File: config.mk
export PLATFORM = sky130hd
export DESIGN_NAME = autoconfigTop
export DESIGN_NICKNAME = d
export VERILOG_FILES = /design/src/rtl/autoconfig_pkg.sv /design/src/rtl/addressDecode.sv /design/src/rtl/autoconfigControl.sv /design/src/rtl/autoconfigTop.sv /design/src/rtl/baseRegister.sv /design/src/rtl/configRom.sv /design/src/rtl/wbSlavePort.sv
export VERILOG_INCLUDE_DIRS = /design/src /design/src/rtl
export SDC_FILE = /design/constraint.sdc
export NUM_CORES = 1
export LEC_CHECK = 0
export ABC_AREA = 1
export BUFFER_PORTS_ARGS = -buffer_cell sky130_fd_sc_hd__buf_4
export CAP_MARGIN = 10
export CORE_MARGIN = 5
export CORE_UTILIZATION = 45
export CTS_CLUSTER_SIZE = 28
export DETAILED_ROUTE_END_ITERATION = 7
export GPL_TIMING_DRIVEN = 1
export MAX_ROUTING_LAYER = met4
export PLACE_DENSITY_LB_ADDON = 0.05
export RECOVER_POWER = 50
export SLEW_MARGIN = 0
export SYNTH_ARGS = -nofsm -noshare
export SYNTH_HDL_FRONTEND = slang
export SYNTH_SLANG_ARGS = --single-unit
File: constraint.sdc
create_clock -name CLK40 -period 2.7 [get_ports CLK40]
set_clock_uncertainty 0.15 [all_clocks]
set_input_delay 0.27 -clock CLK40 [delete_from_list [all_inputs] [get_ports CLK40]]
set_output_delay 0.27 -clock CLK40 [all_outputs]
set_load 0.03 [all_outputs]
File: src/rtl/autoconfig_params.svh
//////////////////////////////
// Autoconfig identity values
//////////////////////////////

`ifndef AUTOCONFIG_PARAMS_SVH
`define AUTOCONFIG_PARAMS_SVH

// Product numbers, one byte each
`define AC_BRIDGE_PID 8'd4
`define AC_IDE_PID 8'd3
`define AC_THIRD_PID 8'd200

// Manufacturer numbers
`define AC_MANUFACTURER 16'd600        // Shared by bridge and IDE
`define AC_THIRD_MANUFACTURER 16'd3643

// Serial number, same on every board
`define AC_SERIAL 32'd1

`endif

File: src/rtl/autoconfig_pkg.sv
//////////////////////////////
// Autoconfig shared types
//////////////////////////////

package autoconfig_pkg;

  // One registered host access
  typedef struct packed {
    logic [6:0] offset;  // Register address bits 7:1
    logic       write;
    logic [3:0] wdata;
  } acReq_t;

  // Lowest board still waiting for its base
  typedef enum logic [1:0] {
    BOARD_BRIDGE = 2'd0,
    BOARD_IDE    = 2'd1,
    BOARD_THIRD  = 2'd2,
    BOARD_NONE   = 2'd3
  } board_e;

  // Base address holders
  typedef logic [7:0] bridgeBase_t;
  typedef logic [6:0] ideBase_t;    // Address bits 7:1
  typedef logic [2:0] thirdBase_t;

endpackage

File: src/rtl/addressDecode.sv
//////////////////////////////
// Board address decoder
//////////////////////////////

module addressDecode (
  input  logic [7:0]                  busAddr,
  input  autoconfig_pkg::bridgeBase_t bridgeBase,
  input  logic                        bridgeValid,
  input  autoconfig_pkg::ideBase_t    ideBase,
  input  logic                        ideValid,
  input  autoconfig_pkg::thirdBase_t  thirdBase,
  input  logic                        configured,
  output logic                        bridgeSel,
  output logic                        ideSel,
  output logic                        thirdSel
);

  logic bridgeHit;
  logic ideHit;
  logic thirdHit;

  assign bridgeHit = bridgeValid && (busAddr == bridgeBase);
  assign ideHit    = ideValid && (busAddr[7:1] == ideBase);     // 2-byte window
  assign thirdHit  = configured && (busAddr[7:5] == thirdBase); // 32-byte window

  // Bridge first, so overlapping bases still give one select
  assign bridgeSel = bridgeHit;
  assign ideSel    = ideHit && !bridgeHit;
  assign thirdSel  = thirdHit && !bridgeHit && !ideHit;

endmodule

File: src/rtl/autoconfigControl.sv
//////////////////////////////
// Autoconfig sequencer
//////////////////////////////

module autoconfigControl (
  input  logic                   CLK40,
  input  logic                   RESETn,
  input  logic                   start,
  input  autoconfig_pkg::acReq_t req,
  input  logic                   configInN,
  input  logic [3:0]             romNibble,
  input  logic                   bridgeValid,
  input  logic                   ideValid,
  output logic                   done,
  output autoconfig_pkg::board_e active,
  output logic [6:0]             romOffset,
  output logic [3:0]             rdata,
  output logic [3:0]             nibble,
  output logic                   bridgeLoadLow,
  output logic                   bridgeLoadHigh,
  output logic                   ideLoadLow,
  output logic                   ideLoadHigh,
  output logic                   thirdLoadHigh,
  output logic                   configured,
  output logic                   configOutN
);

  localparam logic [6:0] BaseHighOffset = 7'h24;  // Address 48
  localparam logic [6:0] BaseLowOffset  = 7'h25;  // Address 4A

  typedef enum logic [1:0] {
    IDLE,
    READ_ACK,
    WRITE_APPLY,
    WRITE_ACK
  } state_e;

  state_e state;
  logic   chainOn;     // Chain input was active at start
  logic   applyWrite;
  logic   lowHit;
  logic   highHit;

  ////////////////////////////
  // Board selection
  ////////////////////////////

  always_comb begin
    if (!bridgeValid) begin
      active = autoconfig_pkg::BOARD_BRIDGE;
    end else if (!ideValid) begin
      active = autoconfig_pkg::BOARD_IDE;
    end else if (!configured) begin
      active = autoconfig_pkg::BOARD_THIRD;
    end else begin
      active = autoconfig_pkg::BOARD_NONE;
    end
  end

  assign romOffset = req.offset;
  assign nibble    = req.wdata;

  // Base loads, one cycle wide in WRITE_APPLY
  assign applyWrite = (state == WRITE_APPLY) && chainOn;
  assign lowHit     = applyWrite && (req.offset == BaseLowOffset);
  assign highHit    = applyWrite && (req.offset == BaseHighOffset);

  assign bridgeLoadLow  = lowHit && (active == autoconfig_pkg::BOARD_BRIDGE);
  assign bridgeLoadHigh = highHit && (active == autoconfig_pkg::BOARD_BRIDGE);
  assign ideLoadLow     = lowHit && (active == autoconfig_pkg::BOARD_IDE);
  assign ideLoadHigh    = highHit && (active == autoconfig_pkg::BOARD_IDE);
  assign thirdLoadHigh  = highHit && (active == autoconfig_pkg::BOARD_THIRD);

  ////////////////////////////
  // State machine
  ////////////////////////////

  always_ff @(posedge CLK40) begin
    if (!RESETn) begin
      state      <= IDLE;
      done       <= 1'b0;
      chainOn    <= 1'b0;
      configured <= 1'b0;
      configOutN <= 1'b1;
    end else begin
      done <= 1'b0;
      case (state)
        IDLE: begin
          if (start) begin
            chainOn <= !configInN;
            state   <= req.write ? WRITE_APPLY : READ_ACK;
          end
        end
        READ_ACK: begin
          done  <= 1'b1;
          state <= IDLE;
        end
        WRITE_APPLY: begin
          state <= WRITE_ACK;
          if (thirdLoadHigh) begin  // Last board done, pass the chain on
            configured <= 1'b1;
            configOutN <= 1'b0;
          end
        end
        default: begin
          done  <= 1'b1;
          state <= IDLE;
        end
      endcase
    end
  end

  // Read nibble as presented when the access began
  always_ff @(posedge CLK40) begin
    if (state == IDLE && start && !req.write) begin
      rdata <= (configInN || configured) ? 4'hF : romNibble;
    end
  end

  doneSinglePulse: assert property (@(posedge CLK40) disable iff (!RESETn)
    done |=> !done);

  configuredSticky: assert property (@(posedge CLK40) disable iff (!RESETn)
    configured |=> configured);

endmodule

File: src/rtl/autoconfigTop.sv
//////////////////////////////
// Autoconfig top level
//////////////////////////////

module autoconfigTop (
  input  logic       CLK40,
  input  logic       RESETn,
  input  logic       cyc,
  input  logic       stb,
  input  logic       we,
  input  logic [6:0] adr,
  input  logic [3:0] datIn,
  input  logic       configSpace,
  input  logic       configInN,
  input  logic       autoboot,
  input  logic [7:0] busAddr,
  output logic       ack,
  output logic [3:0] datOut,
  output logic       configured,
  output logic       configOutN,
  output logic       bridgeSel,
  output logic       ideSel,
  output logic       thirdSel
);

  autoconfig_pkg::acReq_t      req;
  autoconfig_pkg::board_e      active;
  autoconfig_pkg::bridgeBase_t bridgeBase;
  autoconfig_pkg::ideBase_t    ideBase;
  autoconfig_pkg::thirdBase_t  thirdBase;

  logic       start;
  logic       done;
  logic [3:0] rdata;
  logic [6:0] romOffset;
  logic [3:0] romNibble;
  logic [3:0] nibble;
  logic       bridgeLoadLow;
  logic       bridgeLoadHigh;
  logic       ideLoadLow;
  logic       ideLoadHigh;
  logic       thirdLoadHigh;
  logic       bridgeValid;
  logic       ideValid;

  wbSlavePort port (
    .CLK40       (CLK40),
    .RESETn      (RESETn),
    .cyc         (cyc),
    .stb         (stb),
    .we          (we),
    .configSpace (configSpace),
    .adr         (adr),
    .datIn       (datIn),
    .done        (done),
    .rdata       (rdata),
    .start       (start),
    .req         (req),
    .ack         (ack),
    .datOut      (datOut)
  );

  autoconfigControl control (
    .CLK40          (CLK40),
    .RESETn         (RESETn),
    .start          (start),
    .req            (req),
    .configInN      (configInN),
    .romNibble      (romNibble),
    .bridgeValid    (bridgeValid),
    .ideValid       (ideValid),
    .done           (done),
    .active         (active),
    .romOffset      (romOffset),
    .rdata          (rdata),
    .nibble         (nibble),
    .bridgeLoadLow  (bridgeLoadLow),
    .bridgeLoadHigh (bridgeLoadHigh),
    .ideLoadLow     (ideLoadLow),
    .ideLoadHigh    (ideLoadHigh),
    .thirdLoadHigh  (thirdLoadHigh),
    .configured     (configured),
    .configOutN     (configOutN)
  );

  configRom rom (
    .board    (active),
    .offset   (romOffset),
    .autoboot (autoboot),
    .nibble   (romNibble)
  );

  ////////////////////////////
  // Base registers
  ////////////////////////////

  baseRegister #(.T(autoconfig_pkg::bridgeBase_t)) bridgeReg (
    .CLK40    (CLK40),
    .RESETn   (RESETn),
    .nibble   (nibble),
    .loadLow  (bridgeLoadLow),
    .loadHigh (bridgeLoadHigh),
    .value    (bridgeBase),
    .valid    (bridgeValid)
  );

  baseRegister #(.T(autoconfig_pkg::ideBase_t)) ideReg (
    .CLK40    (CLK40),
    .RESETn   (RESETn),
    .nibble   (nibble),
    .loadLow  (ideLoadLow),
    .loadHigh (ideLoadHigh),
    .value    (ideBase),
    .valid    (ideValid)
  );

  baseRegister #(.T(autoconfig_pkg::thirdBase_t)) thirdReg (
    .CLK40    (CLK40),
    .RESETn   (RESETn),
    .nibble   (nibble),
    .loadLow  (1'b0),           // Single write at 48
    .loadHigh (thirdLoadHigh),
    .value    (thirdBase),
    .valid    ()
  );

  addressDecode decode (
    .busAddr     (busAddr),
    .bridgeBase  (bridgeBase),
    .bridgeValid (bridgeValid),
    .ideBase     (ideBase),
    .ideValid    (ideValid),
    .thirdBase   (thirdBase),
    .configured  (configured),
    .bridgeSel   (bridgeSel),
    .ideSel      (ideSel),
    .thirdSel    (thirdSel)
  );

endmodule

File: src/rtl/baseRegister.sv
//////////////////////////////
// Board base register
//////////////////////////////

// Supports bases of up to 8 bits
module baseRegister #(
  parameter type T = logic [7:0]
) (
  input  logic       CLK40,
  input  logic       RESETn,
  input  logic [3:0] nibble,
  input  logic       loadLow,
  input  logic       loadHigh,
  output T           value,
  output logic       valid
);

  localparam int W = $bits(T);

  logic [W-1:0] baseBits;
  logic [W-1:0] nextHigh;
  logic [W-1:0] nextLow;

  generate
    if (W > 4) begin : gWide
      assign nextHigh = {nibble, baseBits[W-5:0]};
      assign nextLow  = {baseBits[W-1:W-4], nibble[3 -: (W - 4)]};
    end else begin : gNarrow
      assign nextHigh = nibble[3 -: W];  // Whole base in one write
      assign nextLow  = baseBits;        // No low part
    end
  endgenerate

  always_ff @(posedge CLK40) begin
    if (!RESETn) begin
      baseBits <= '0;
      valid    <= 1'b0;
    end else if (!valid) begin  // Locked once valid
      if (loadHigh) begin
        baseBits <= nextHigh;
        valid    <= 1'b1;
      end else if (loadLow) begin
        baseBits <= nextLow;
      end
    end
  end

  assign value = baseBits;

  noLoadWhenValid: assert property (@(posedge CLK40) disable iff (!RESETn)
    valid |-> !(loadLow || loadHigh));

endmodule

File: src/rtl/configRom.sv
//////////////////////////////
// Identity nibble table
//////////////////////////////

`include "autoconfig_params.svh"

module configRom (
  input  autoconfig_pkg::board_e board,
  input  logic [6:0]             offset,
  input  logic                   autoboot,
  output logic [3:0]             nibble
);

  localparam logic [7:0]  BridgePid         = `AC_BRIDGE_PID;
  localparam logic [7:0]  IdePid            = `AC_IDE_PID;
  localparam logic [7:0]  ThirdPid          = `AC_THIRD_PID;
  localparam logic [15:0] Manufacturer      = `AC_MANUFACTURER;
  localparam logic [15:0] ThirdManufacturer = `AC_THIRD_MANUFACTURER;
  localparam logic [31:0] Serial            = `AC_SERIAL;

  logic [3:0]  typeNib;  // Offset 00
  logic [3:0]  sizeNib;  // Offset 01
  logic [3:0]  flagNib;  // Offset 04, before inversion
  logic [7:0]  pid;
  logic [15:0] mfr;
  logic [1:0]  mfrIdx;
  logic [2:0]  serIdx;

  // Per-board fields
  always_comb begin
    case (board)
      autoconfig_pkg::BOARD_BRIDGE: begin
        typeNib = 4'hC;
        sizeNib = 4'h1;
        flagNib = 4'hC;
        pid     = BridgePid;
        mfr     = Manufacturer;
      end
      autoconfig_pkg::BOARD_IDE: begin
        typeNib = {3'b110, autoboot};  // Boot ROM flag
        sizeNib = 4'h2;
        flagNib = 4'h4;
        pid     = IdePid;
        mfr     = Manufacturer;
      end
      default: begin
        typeNib = 4'h8;
        sizeNib = 4'h5;
        flagNib = 4'h7;
        pid     = ThirdPid;
        mfr     = ThirdManufacturer;
      end
    endcase
  end

  // High nibble comes first in both fields
  assign mfrIdx = 2'(7'h0B - offset);
  assign serIdx = 3'(7'h13 - offset);

  always_comb begin
    if (board == autoconfig_pkg::BOARD_NONE) begin
      nibble = 4'hF;
    end else begin
      case (offset)
        7'h00: nibble = typeNib;
        7'h01: nibble = sizeNib;
        7'h02: nibble = ~pid[7:4];
        7'h03: nibble = ~pid[3:0];
        7'h04: nibble = ~flagNib;
        7'h08, 7'h09, 7'h0A, 7'h0B: nibble = ~mfr[{mfrIdx, 2'b00} +: 4];
        7'h0C, 7'h0D, 7'h0E, 7'h0F,
        7'h10, 7'h11, 7'h12, 7'h13: nibble = ~Serial[{serIdx, 2'b00} +: 4];
        default: nibble = 4'hF;  // Unused register
      endcase
    end
  end

endmodule

File: src/rtl/wbSlavePort.sv
//////////////////////////////
// Wishbone slave port
//////////////////////////////

module wbSlavePort (
  input  logic                   CLK40,
  input  logic                   RESETn,
  input  logic                   cyc,
  input  logic                   stb,
  input  logic                   we,
  input  logic                   configSpace,
  input  logic [6:0]             adr,
  input  logic [3:0]             datIn,
  input  logic                   done,
  input  logic [3:0]             rdata,
  output logic                   start,
  output autoconfig_pkg::acReq_t req,
  output logic                   ack,
  output logic [3:0]             datOut
);

  logic busy;      // Access in flight
  logic newCycle;

  assign newCycle = cyc && stb && configSpace && !busy;

  always_ff @(posedge CLK40) begin
    if (!RESETn) begin
      busy  <= 1'b0;
      start <= 1'b0;
    end else begin
      start <= newCycle;  // One pulse per access
      if (newCycle) begin
        busy <= 1'b1;
      end else if (done) begin
        busy <= 1'b0;
      end
    end
  end

  // Request payload
  always_ff @(posedge CLK40) begin
    if (newCycle) begin
      req.offset <= adr;
      req.write  <= we;
      req.wdata  <= datIn;
    end
  end

  assign ack    = done;
  assign datOut = (done && !req.write) ? rdata : 4'h0;  // Valid with read ack only

  // Ack must only answer a live cycle
  ackInCycle: assert property (@(posedge CLK40) disable iff (!RESETn)
    $rose(ack) |-> (cyc && stb));

endmodule

## Word level (Yosys, flattened, before mapping)

Cells that the tools add are included.

| storage, ports and cells | value |
|---|---|
| register bits after elaboration | 45 |
| input port bits | 27 |
| output and inout bits | 10 |
| word-level logic and storage cells | 127 |

| cells by class | value |
|---|---|
| add/sub/neg operators | 2 |
| equality and inequality tests | 26 |
| shifts and indexed selects | 2 |
| mux-type cells | 26 |
| bitwise gates (word level) | 10 |
| reductions and logical operators | 42 |

Operator list:

| operator | count |
|---|---|
| $eq 7x4->1 const B | 8 |
| $shiftx 32x6->4 const A | 1 |
| $eq 7x5->1 const B | 4 |
| $pmux 4 s7 | 1 |
| $logic_and 1x1->1 | 20 |
| $not 4->4 | 5 |
| $pmux 8 s2 | 1 |
| $shiftx 16x5->4 | 1 |
| $eq 7x2->1 const B | 2 |
| $eq 7x6->1 const B | 2 |
| $mux 12 | 1 |
| $pmux 3 s2 | 2 |
| $mux 1 | 10 |
| $reduce_and 2->1 | 5 |
| $eq 8x8->1 | 1 |
| $mux 2 | 4 |
| $mux 4 | 2 |
| $mux 8 | 1 |
| $pmux 4 s2 | 1 |
| $reduce_or 8->1 | 1 |
| $eq 7x1->1 const B | 1 |
| $eq 7x3->1 const B | 1 |
| $eq 7x7->1 | 1 |
| $logic_not 7->1 | 1 |
| other kinds (17) | 31 |

## Longest topological paths before layout

Gate-level depths: netlist (run 1).

| logic depth | value |
|---|---|
| depth in word-level cells | 9 |
| depth in mapped cells | 10 |

## By module

Synthesis (run 1) repeated with hierarchy kept, for this count alone.

| second synthesis, totals | value |
|---|---|
| cells, all modules | 395 |
| area total of the unflattened synthesis | 2,666.3 µm² |

Modules (own cells, without submodules):

| module | times used | cells each | area each (µm²) |
|---|---|---|---|
| autoconfigControl | 1 | 73 | 569.3 |
| wbSlavePort | 1 | 35 | 500.5 |
| configRom | 1 | 91 | 415.4 |
| baseRegister (bridgeReg) | 1 | 49 | 357.8 |
| addressDecode | 1 | 82 | 351.6 |
| baseRegister (ideReg) | 1 | 41 | 306.5 |
| baseRegister (thirdReg) | 1 | 23 | 161.4 |
| autoconfigTop | 1 | 1 | 3.8 |

## Least setup slack after synthesis (run 1)

OpenSTA, ideal clock, no wires.

| timing | value |
|---|---|
| kind | register -> output |
| from | register bridgeReg.valid |
| to | output port thirdSel |
| arrival | 1.456 ns |
| data required time | 2.280 ns |
| slack | 0.824 ns |
| cell stages (with the launch flop) | 6 |
| buffers on the path | 0 |
| cells stage by stage | dfxtp_1 > inv_2 > a21oi_1 > nand3_1 > nor2_1 > nor2_1 |

| between the ends | value |
|---|---|
| word-level cells in the longest chain between the ends | 4 |

Ends and longest elaborated chain:

| element | line | RTL |
|---|---|---|
| start, declared | baseRegister.sv:15 | `output logic valid` |
| start signal, assigned | baseRegister.sv:37 | `valid <= 1'b0;` |
| start signal, assigned | baseRegister.sv:41 | `valid <= 1'b1;` |
| $logic_and 1x1->1 | addressDecode.sv:22 | `assign bridgeHit = bridgeValid && (busAddr == bridgeBase);` |
| named net bridgeSel | autoconfigTop.sv:21 | `output logic bridgeSel,` |
| $logic_not 1->1 | addressDecode.sv:29 | `assign thirdSel = thirdHit && !bridgeHit && !ideHit;` |
| $logic_and 1x1->1 (2 in a row) | addressDecode.sv:29 |  |
| end, declared | autoconfigTop.sv:23 | `output logic thirdSel` |

The timed path passes the listed nets, and every way through them passes these cells.

## Worst setup path after layout (run 1)

| timing | value |
|---|---|
| from | register bridgeReg.valid |
| to | output port thirdSel |

| between the ends | value |
|---|---|
| word-level cells in the longest chain between the ends | 4 |

Ends and longest elaborated chain:

| element | line |
|---|---|
| $logic_and 1x1->1 | addressDecode.sv:22 |
| $logic_not 1->1 | addressDecode.sv:29 |
| $logic_and 1x1->1 (2 in a row) | addressDecode.sv:29 |

Every way passes these cells.

==> metrics.csv, run 1 <==
stage,metric,value,unit
yosys,avgSynthCellArea,7.428,sq um
critical_path,cp.arrival,1560,ps
job,maxCapViolations,0,
clocking,htreeDepth,2,
clocking,cts-root-buf,clkbuf_8,
yosys,yosysTopAreaCell,dfxtp_1,
floorplan,num_rows,25,
final_layout,area_delta_synth_final,24.28,%
yosys,synth_area_leaders,"dfxtp_1, edfxtp_1, nand2_1",
floorplan,die_w,80.25,um
power_and_ir_drop,p_per_area,445.7,nW/um^2
placed_design,io_buffers,36,
timing,maxSlewHeadroom,58.59,%
detailed_routing,viasPerCell,4.755,
power_and_ir_drop,ir_drop,0.2643,mV
clocking,clock_sinks,45,
placed_design,post-place-ws,925.4,ps
floorplan,dieArea,6440,sq um
worst_hold_path,hold_class,input port to register,
timing,fmax,0.5044,GHz
critical_path,crit_type,register to output pin,
power_and_ir_drop,power.leakage,1.166,nW
timing,final-max-slew-violation-count,0,
timing,min_period,1983,ps
final_layout,layout-drive-gt1-share,14.45,%
detailed_routing,num_vias,1997,
timing,fin_setup_tns,0,ps
timing,final_hold_viol_count,0,
yosys,synth_cell_types,27,
yosys,syn_inst,299,
placed_design,dp_hpwl,3.752,mm
placed_design,gp_congestion,0.9256,
critical_path,end_kind,output pin,
clocking,clk_path_buf_depth,2,
yosys,netlist_area,2221,sq um
timing,fin_crit_sh,73.43,%
floorplan,start_util,46.71,%
critical_path,crit_fanout,9,
yosys,synth.net_count,326,
clocking,clk_pin_slew_worst_paths,80,ps
floorplan,die_h,80.25,um
yosys,yosysWarnings,0,
detailed_routing,wl_per_cell,11.91,um
timing,grt_setup_unrepaired,no,
timing,tightest_slew,621.2,ps
detailed_routing,drtIter0Drc,125,
global_route,grt_pass1_vias,1869,
status,status,completed,
yosys,ys_seq_elements,45,
clocking,postCtsSetupBuffers,0,
clocking,cts.repair.resized,0,
critical_path,crit_required,2280,ps
timing,fin_ws,717.3,ps
final_layout,mostFrequentLayoutCell,nand2_1,
floorplan,core-area,4755,sq um
final_layout,fill_cells,481,
detailed_routing,routed_wl,5.003,mm
clocking,cts_made_buffers,5,
global_route,gr-total-overflow,0,
global_route,grt_pass1_wl,8.424,mm
detailed_routing,dr.pass1.iters,4,
timing,setup_viol,0,
detailed_routing,drc,0,
yosys,netlist.area_leader.share,26.14,%
yosys,ys_seq_area_share,47.77,%
final_layout,diodes,0,
critical_path,start_kind,register,
global_route,grt_antenna_before_repair,0,
final_layout,final_cell_mix,"nand2_1, nor2_1, inv_1",
global_route,grt_start_max_net_pins,16,
global_route,grt_use_total,17.33,%
detailed_routing,postRouteAntennaNets,0,
final_layout,utilization,58.05,%
floorplan,io-pin-count,37,
clocking,cts_tree,yes,
final_layout,final_net_count,379,
clocking,clk_latency,300,ps
-- repair_timing --
item                       CTS  global route
hold endpoints to repair    12             0
hold buffers                12             0
setup endpoints to repair    0             0
-- through the flow --
stage	power (W)	cells	hold slack (ps)	instance area (sq um)
2_1_floorplan	0.0007689	299	218.9	2221
3_3_place_gp	0.0008130	400	284.0	2567
3_5_place_dp	0.0008135	400	291.0	2567
6_report	0.001230	420	46.62	2760
5_1_grt	0.001291	420	40.72	2760
4_1_cts	0.001248	420	29.77	2779
-- worst paths after layout --
kind                        endpoint  slack, ps  cells after the start          startpoint
setup / recovery            thirdSel        720                      6     bridgeReg.valid
hold / removal       control.chainOn         50                      2           configInN
setup reg to reg    control.rdata[2]        910                      6         port.req[8]
hold reg to reg   control.configOutN        300                      2  control.configOutN
-- per-layer routing --
| layer | wire length, um | vias to the layer above | GRT usage, % | part of all wire [%] |
|---|---|---|---|---|
| li1 | - | 1074 | - | - |
| met3 | 248 | 4 | 4.148 | 5.0 |
| met1 | 2491 | 863 | 23.24 | 50 |
| met5 | 0 | - | - | 0 |
| met4 | 46 | 0 | 5.743 | 0.92 |
| met2 | 2215 | 56 | 25.75 | 44 |
-- final cells by class --
cell class              count  area [sq um]  area share [%]
multi-input cells         207         975.9           35.36
clock buffers               5         68.82           2.493
flip-flops and latches     45          1061           38.44
inverters                  45         168.9           6.120
clock inverters             3         22.52          0.8160
repair buffers             48         379.1           13.74
well taps                  67         83.83           3.037
-- worst max-delay path, cell delays in order (launching register included) --
cell     delay [ps]
dfxtp_1         430
inv_2           130
a21oi_1         150
nand3_1          90
nor2_1          220
nor2_1           80
buf_4           170
-- logic make-up after synthesis --
kind of cell | synth area share [%]
AO/OA/AOI/OAI | 11.38
flip-flops | 47.77
XOR/XNOR | 3.155
AND/OR/NAND/NOR | 29.75
buffers and inverters | 7.944
-- cells in the mapped netlist --
library cell and n:
nor3_2 1, and3_1 1, nor3_4 1, nand3_1 24, nand2_2 3, clkbuf_1 2, o211ai_1 1, nor2_4 1
inv_1 42, o21ai_0 16, or2_2 1, inv_2 3, nand4_1 4, a31oi_1 1, xnor2_1 4, nor2_1 45
a21boi_1 1, xor2_1 4, o22ai_1 2, nor3_1 2, nand3b_1 2, nor2_2 2, dfxtp_1 29, a21oi_1 26
a311oi_1 1, nand2_1 64, edfxtp_1 16
-- where the power goes --
group	switching [W]	internal (W)
registers	0.00000791	0.000710
clock network	0.000236	0.000184
logic	0.0000435	0.0000492
total	0.000288	0.000943
-- sequential cells by signal, indices dropped and copies added (netlist names), 2 cells and up --
signal           flops
ideReg.value         7
control.rdata        4
thirdReg.value       3
control.state        2
bridgeReg.value      8
port.req            12
(Power assumes the default switching activity.)
==> inputs of run 2 (changes only) <==
==> constraint.sdc (replaced) <==
create_clock -name CLK40 -period 1.62 [get_ports CLK40]
set_clock_uncertainty 0.15 [all_clocks]
set_input_delay 0.162 -clock CLK40 [delete_from_list [all_inputs] [get_ports CLK40]]
set_output_delay 0.162 -clock CLK40 [all_outputs]
set_load 0.03 [all_outputs]
==> metrics.csv, run 2 (synthesized netlist as in run 1, its figures left out) <==
stage,metric,value,unit
status,status,"complete, but fails checks",
status,violations,negative setup slack,
critical_path,reg2reg_depth,7,
detailed_routing,wl_met2,2.918,mm
final_layout,stdcell_count,465,
floorplan,die_h,80.25,um
clocking,cts-root-buf,clkbuf_8,
power_and_ir_drop,p_switching,0.0005039,W
global_route,grt_start_max_net_pins,16,
critical_path,critPathBufInv,1,
power_and_ir_drop,pwr-share-clk,38.5,%
floorplan,die_w,80.25,um
final_layout,top_register,port.req,
final_layout,area_delta_synth_final,59.89,%
placed_design,post-place-ws,-95.87,ps
timing,final_hold_viol_count,0,
critical_path,start_kind,register,
global_route,grt_pass1_wl,9.363,mm
power_and_ir_drop,p_sw_share,22.06,%
global_route,grt_antenna_before_repair,0,
timing,final-max-slew-violation-count,0,
clocking,clock_sinks,45,
floorplan,start_util,46.71,%
timing,fin_crit_sh,107.2,%
final_layout,layout-drive-gt1-share,43.72,%
final_layout,fill_cells,385,
global_route,gr-total-overflow,0,
worst_hold_path,worstHoldEndpoint,control.rdata[0],
floorplan,core-area,4755,sq um
timing,fin_setup_tns,-1130,ps
critical_path,crit_required,1530,ps
final_layout,mostFrequentLayoutCell,buf_4,
placed_design,dp_hpwl,4.073,mm
detailed_routing,wl_per_cell,13.07,um
timing,grt_setup_unrepaired,yes,
timing,fmax,0.5759,GHz
clocking,clk_latency,310,ps
detailed_routing,num_vias,2264,
power_and_ir_drop,p_per_area,643.3,nW/um^2
placed_design,dp_cells,425,
floorplan,num_rows,25,
critical_path,max_stage_delay,510,ps
critical_path,cp.arrival,1650,ps
placed_design,gp_congestion,0.8902,
timing,fin_ws,-116.4,ps
clocking,htreeDepth,2,
detailed_routing,postRouteAntennaNets,0,
power_and_ir_drop,pwr-share-comb,9.2,%
timing,min_period,1736,ps
worst_hold_path,hold_class,input port to register,
critical_path,crit_fanout,6,
timing,setup_viol,17,
critical_path,crit_family,flip-flops,
placed_design,io_buffers,36,
clocking,cts_tree,yes,
final_layout,utilization,74.68,%
power_and_ir_drop,p_seq_share,52.4,%
critical_path,timing.rr.end,control.rdata[2],
detailed_routing,drc,0,
clocking,clk_path_buf_depth,2,
critical_path,slowest_stage,edfxtp_1,
detailed_routing,drtIter0Drc,82,
detailed_routing,routed_wl,6.078,mm
detailed_routing,viasPerCell,4.869,
detailed_routing,dr_wl_met3,270,um
power_and_ir_drop,power.leakage,1.485,nW
final_layout,largest_register_ffs,12,
global_route,grt_pass1_vias,2088,
power_and_ir_drop,ir_drop,0.5072,mV
power_and_ir_drop,p_int,0.001780,W
clocking,clk_pin_slew_worst_paths,80,ps
global_route,grt_use_total,19.36,%
critical_path,crit_type,register to register,
clocking,cts_made_buffers,5,
detailed_routing,dr.pass1.iters,4,
final_layout,final_net_count,424,
floorplan,dieArea,6440,sq um
worst_hold_path,hold_depth,5,
detailed_routing,met1Wirelength,2.817,mm
critical_path,reg2reg_slack,-120,ps
critical_path,r2r_start,port.req[8],
timing,tightest_slew,647.6,ps
job,maxCapViolations,0,
critical_path,crit_path_frequent_cell,nand2_1,
detailed_routing,top_layer,met4,
timing,maxSlewHeadroom,56.78,%
timing,fin_hold_ws,136.7,ps
floorplan,io-pin-count,37,
final_layout,diodes,0,
critical_path,cp_cell_sequence,"buf_4, nor2_4, nand4_1, nand2_1, nor2_2, a21boi_2, nand2_1",
worst_hold_path,min-delay-start,autoboot,
final_layout,final_cell_mix,"buf_4, nand2_1, inv_1",
critical_path,end_kind,register,
-- run 2: cell count changes in the layout (fill, tap and decap cells not counted), moves of 13 or more --
cell	delta
nor2_1	-14
nand2_1	-21
nand2_2	+13
a21oi_2	+14
a21oi_1	-14
dfxtp_1	-13
buf_4	+32
-- run 2: what timing repair did --
| item | 4_1_cts | 5_1_grt |
|---|---|---|
| resized for setup | 30 | 89 |
| hold buffers | 14 | 0 |
| buffers inserted | 6 | 12 |
| endpoints found under the hold margin | 14 | 0 |
| cloned | 0 | 1 |
| setup endpoints to repair | 11 | 28 |
| pin swaps | 15 | 39 |
-- run 2: area by class of cell --
class	count	area, sq um	share of cell area [%]
Timing Repair Buffer	93	779.5	21.95
Sequential cell	45	1080	30.41
Inverter	45	168.9	4.757
Tap cell	67	83.83	2.361
Clock buffer	7	118.9	3.347
Multi-Input combinational cell	207	1315	37.03
Clock inverter	1	5.005	0.1409
-- run 2: stage by stage --
stage	power (W)	area (sq um)
after floorplan	0.001282	2226
after global placement	0.001369	2773
after detailed placement	0.001371	2773
after CTS	0.002281	3147
after global routing	0.002392	3551
final	0.002284	3551
-- run 2: metal layers --
metal / vias up / global-route usage, %
li1: 1164 / -
met1: 1048 / 24.97
met2: 45 / 30.30
met3: 7 / 4.709
met4: 0 / 5.574
met5: - / -
-- run 2: power by group through the flow --
stage	clock, W	combinational [W]	sequential, W
3_3_place_gp	0	0.000148	0.00122
5_1_grt	0.000966	0.000228	0.00120
2_1_floorplan	0	0.0000634	0.00122
4_1_cts	0.000901	0.000184	0.00120
6_report	0.000878	0.000209	0.00120
3_5_place_dp	0	0.000150	0.00122
-- run 2: worst max-delay path by stage --
stage                     depth (start not counted)          endpoint  slack [ps]             from
after floorplan                                   8  control.rdata[0]          20     port.req[11]
after global placement                            6  control.rdata[2]         -50     port.req[11]
after detailed placement                          6  control.rdata[0]        -100      port.req[7]
after CTS                                         7            ideSel         -90  ideReg.value[3]
after global routing                              7  control.rdata[2]        -210      port.req[8]
final                                             7  control.rdata[2]        -120      port.req[8]
-- run 2: worst min-delay path: stages --
cell and delay [ps]:
buf_4 80, nand3_1 60, nand3b_1 80, nor2_1 40, nand2_1 60
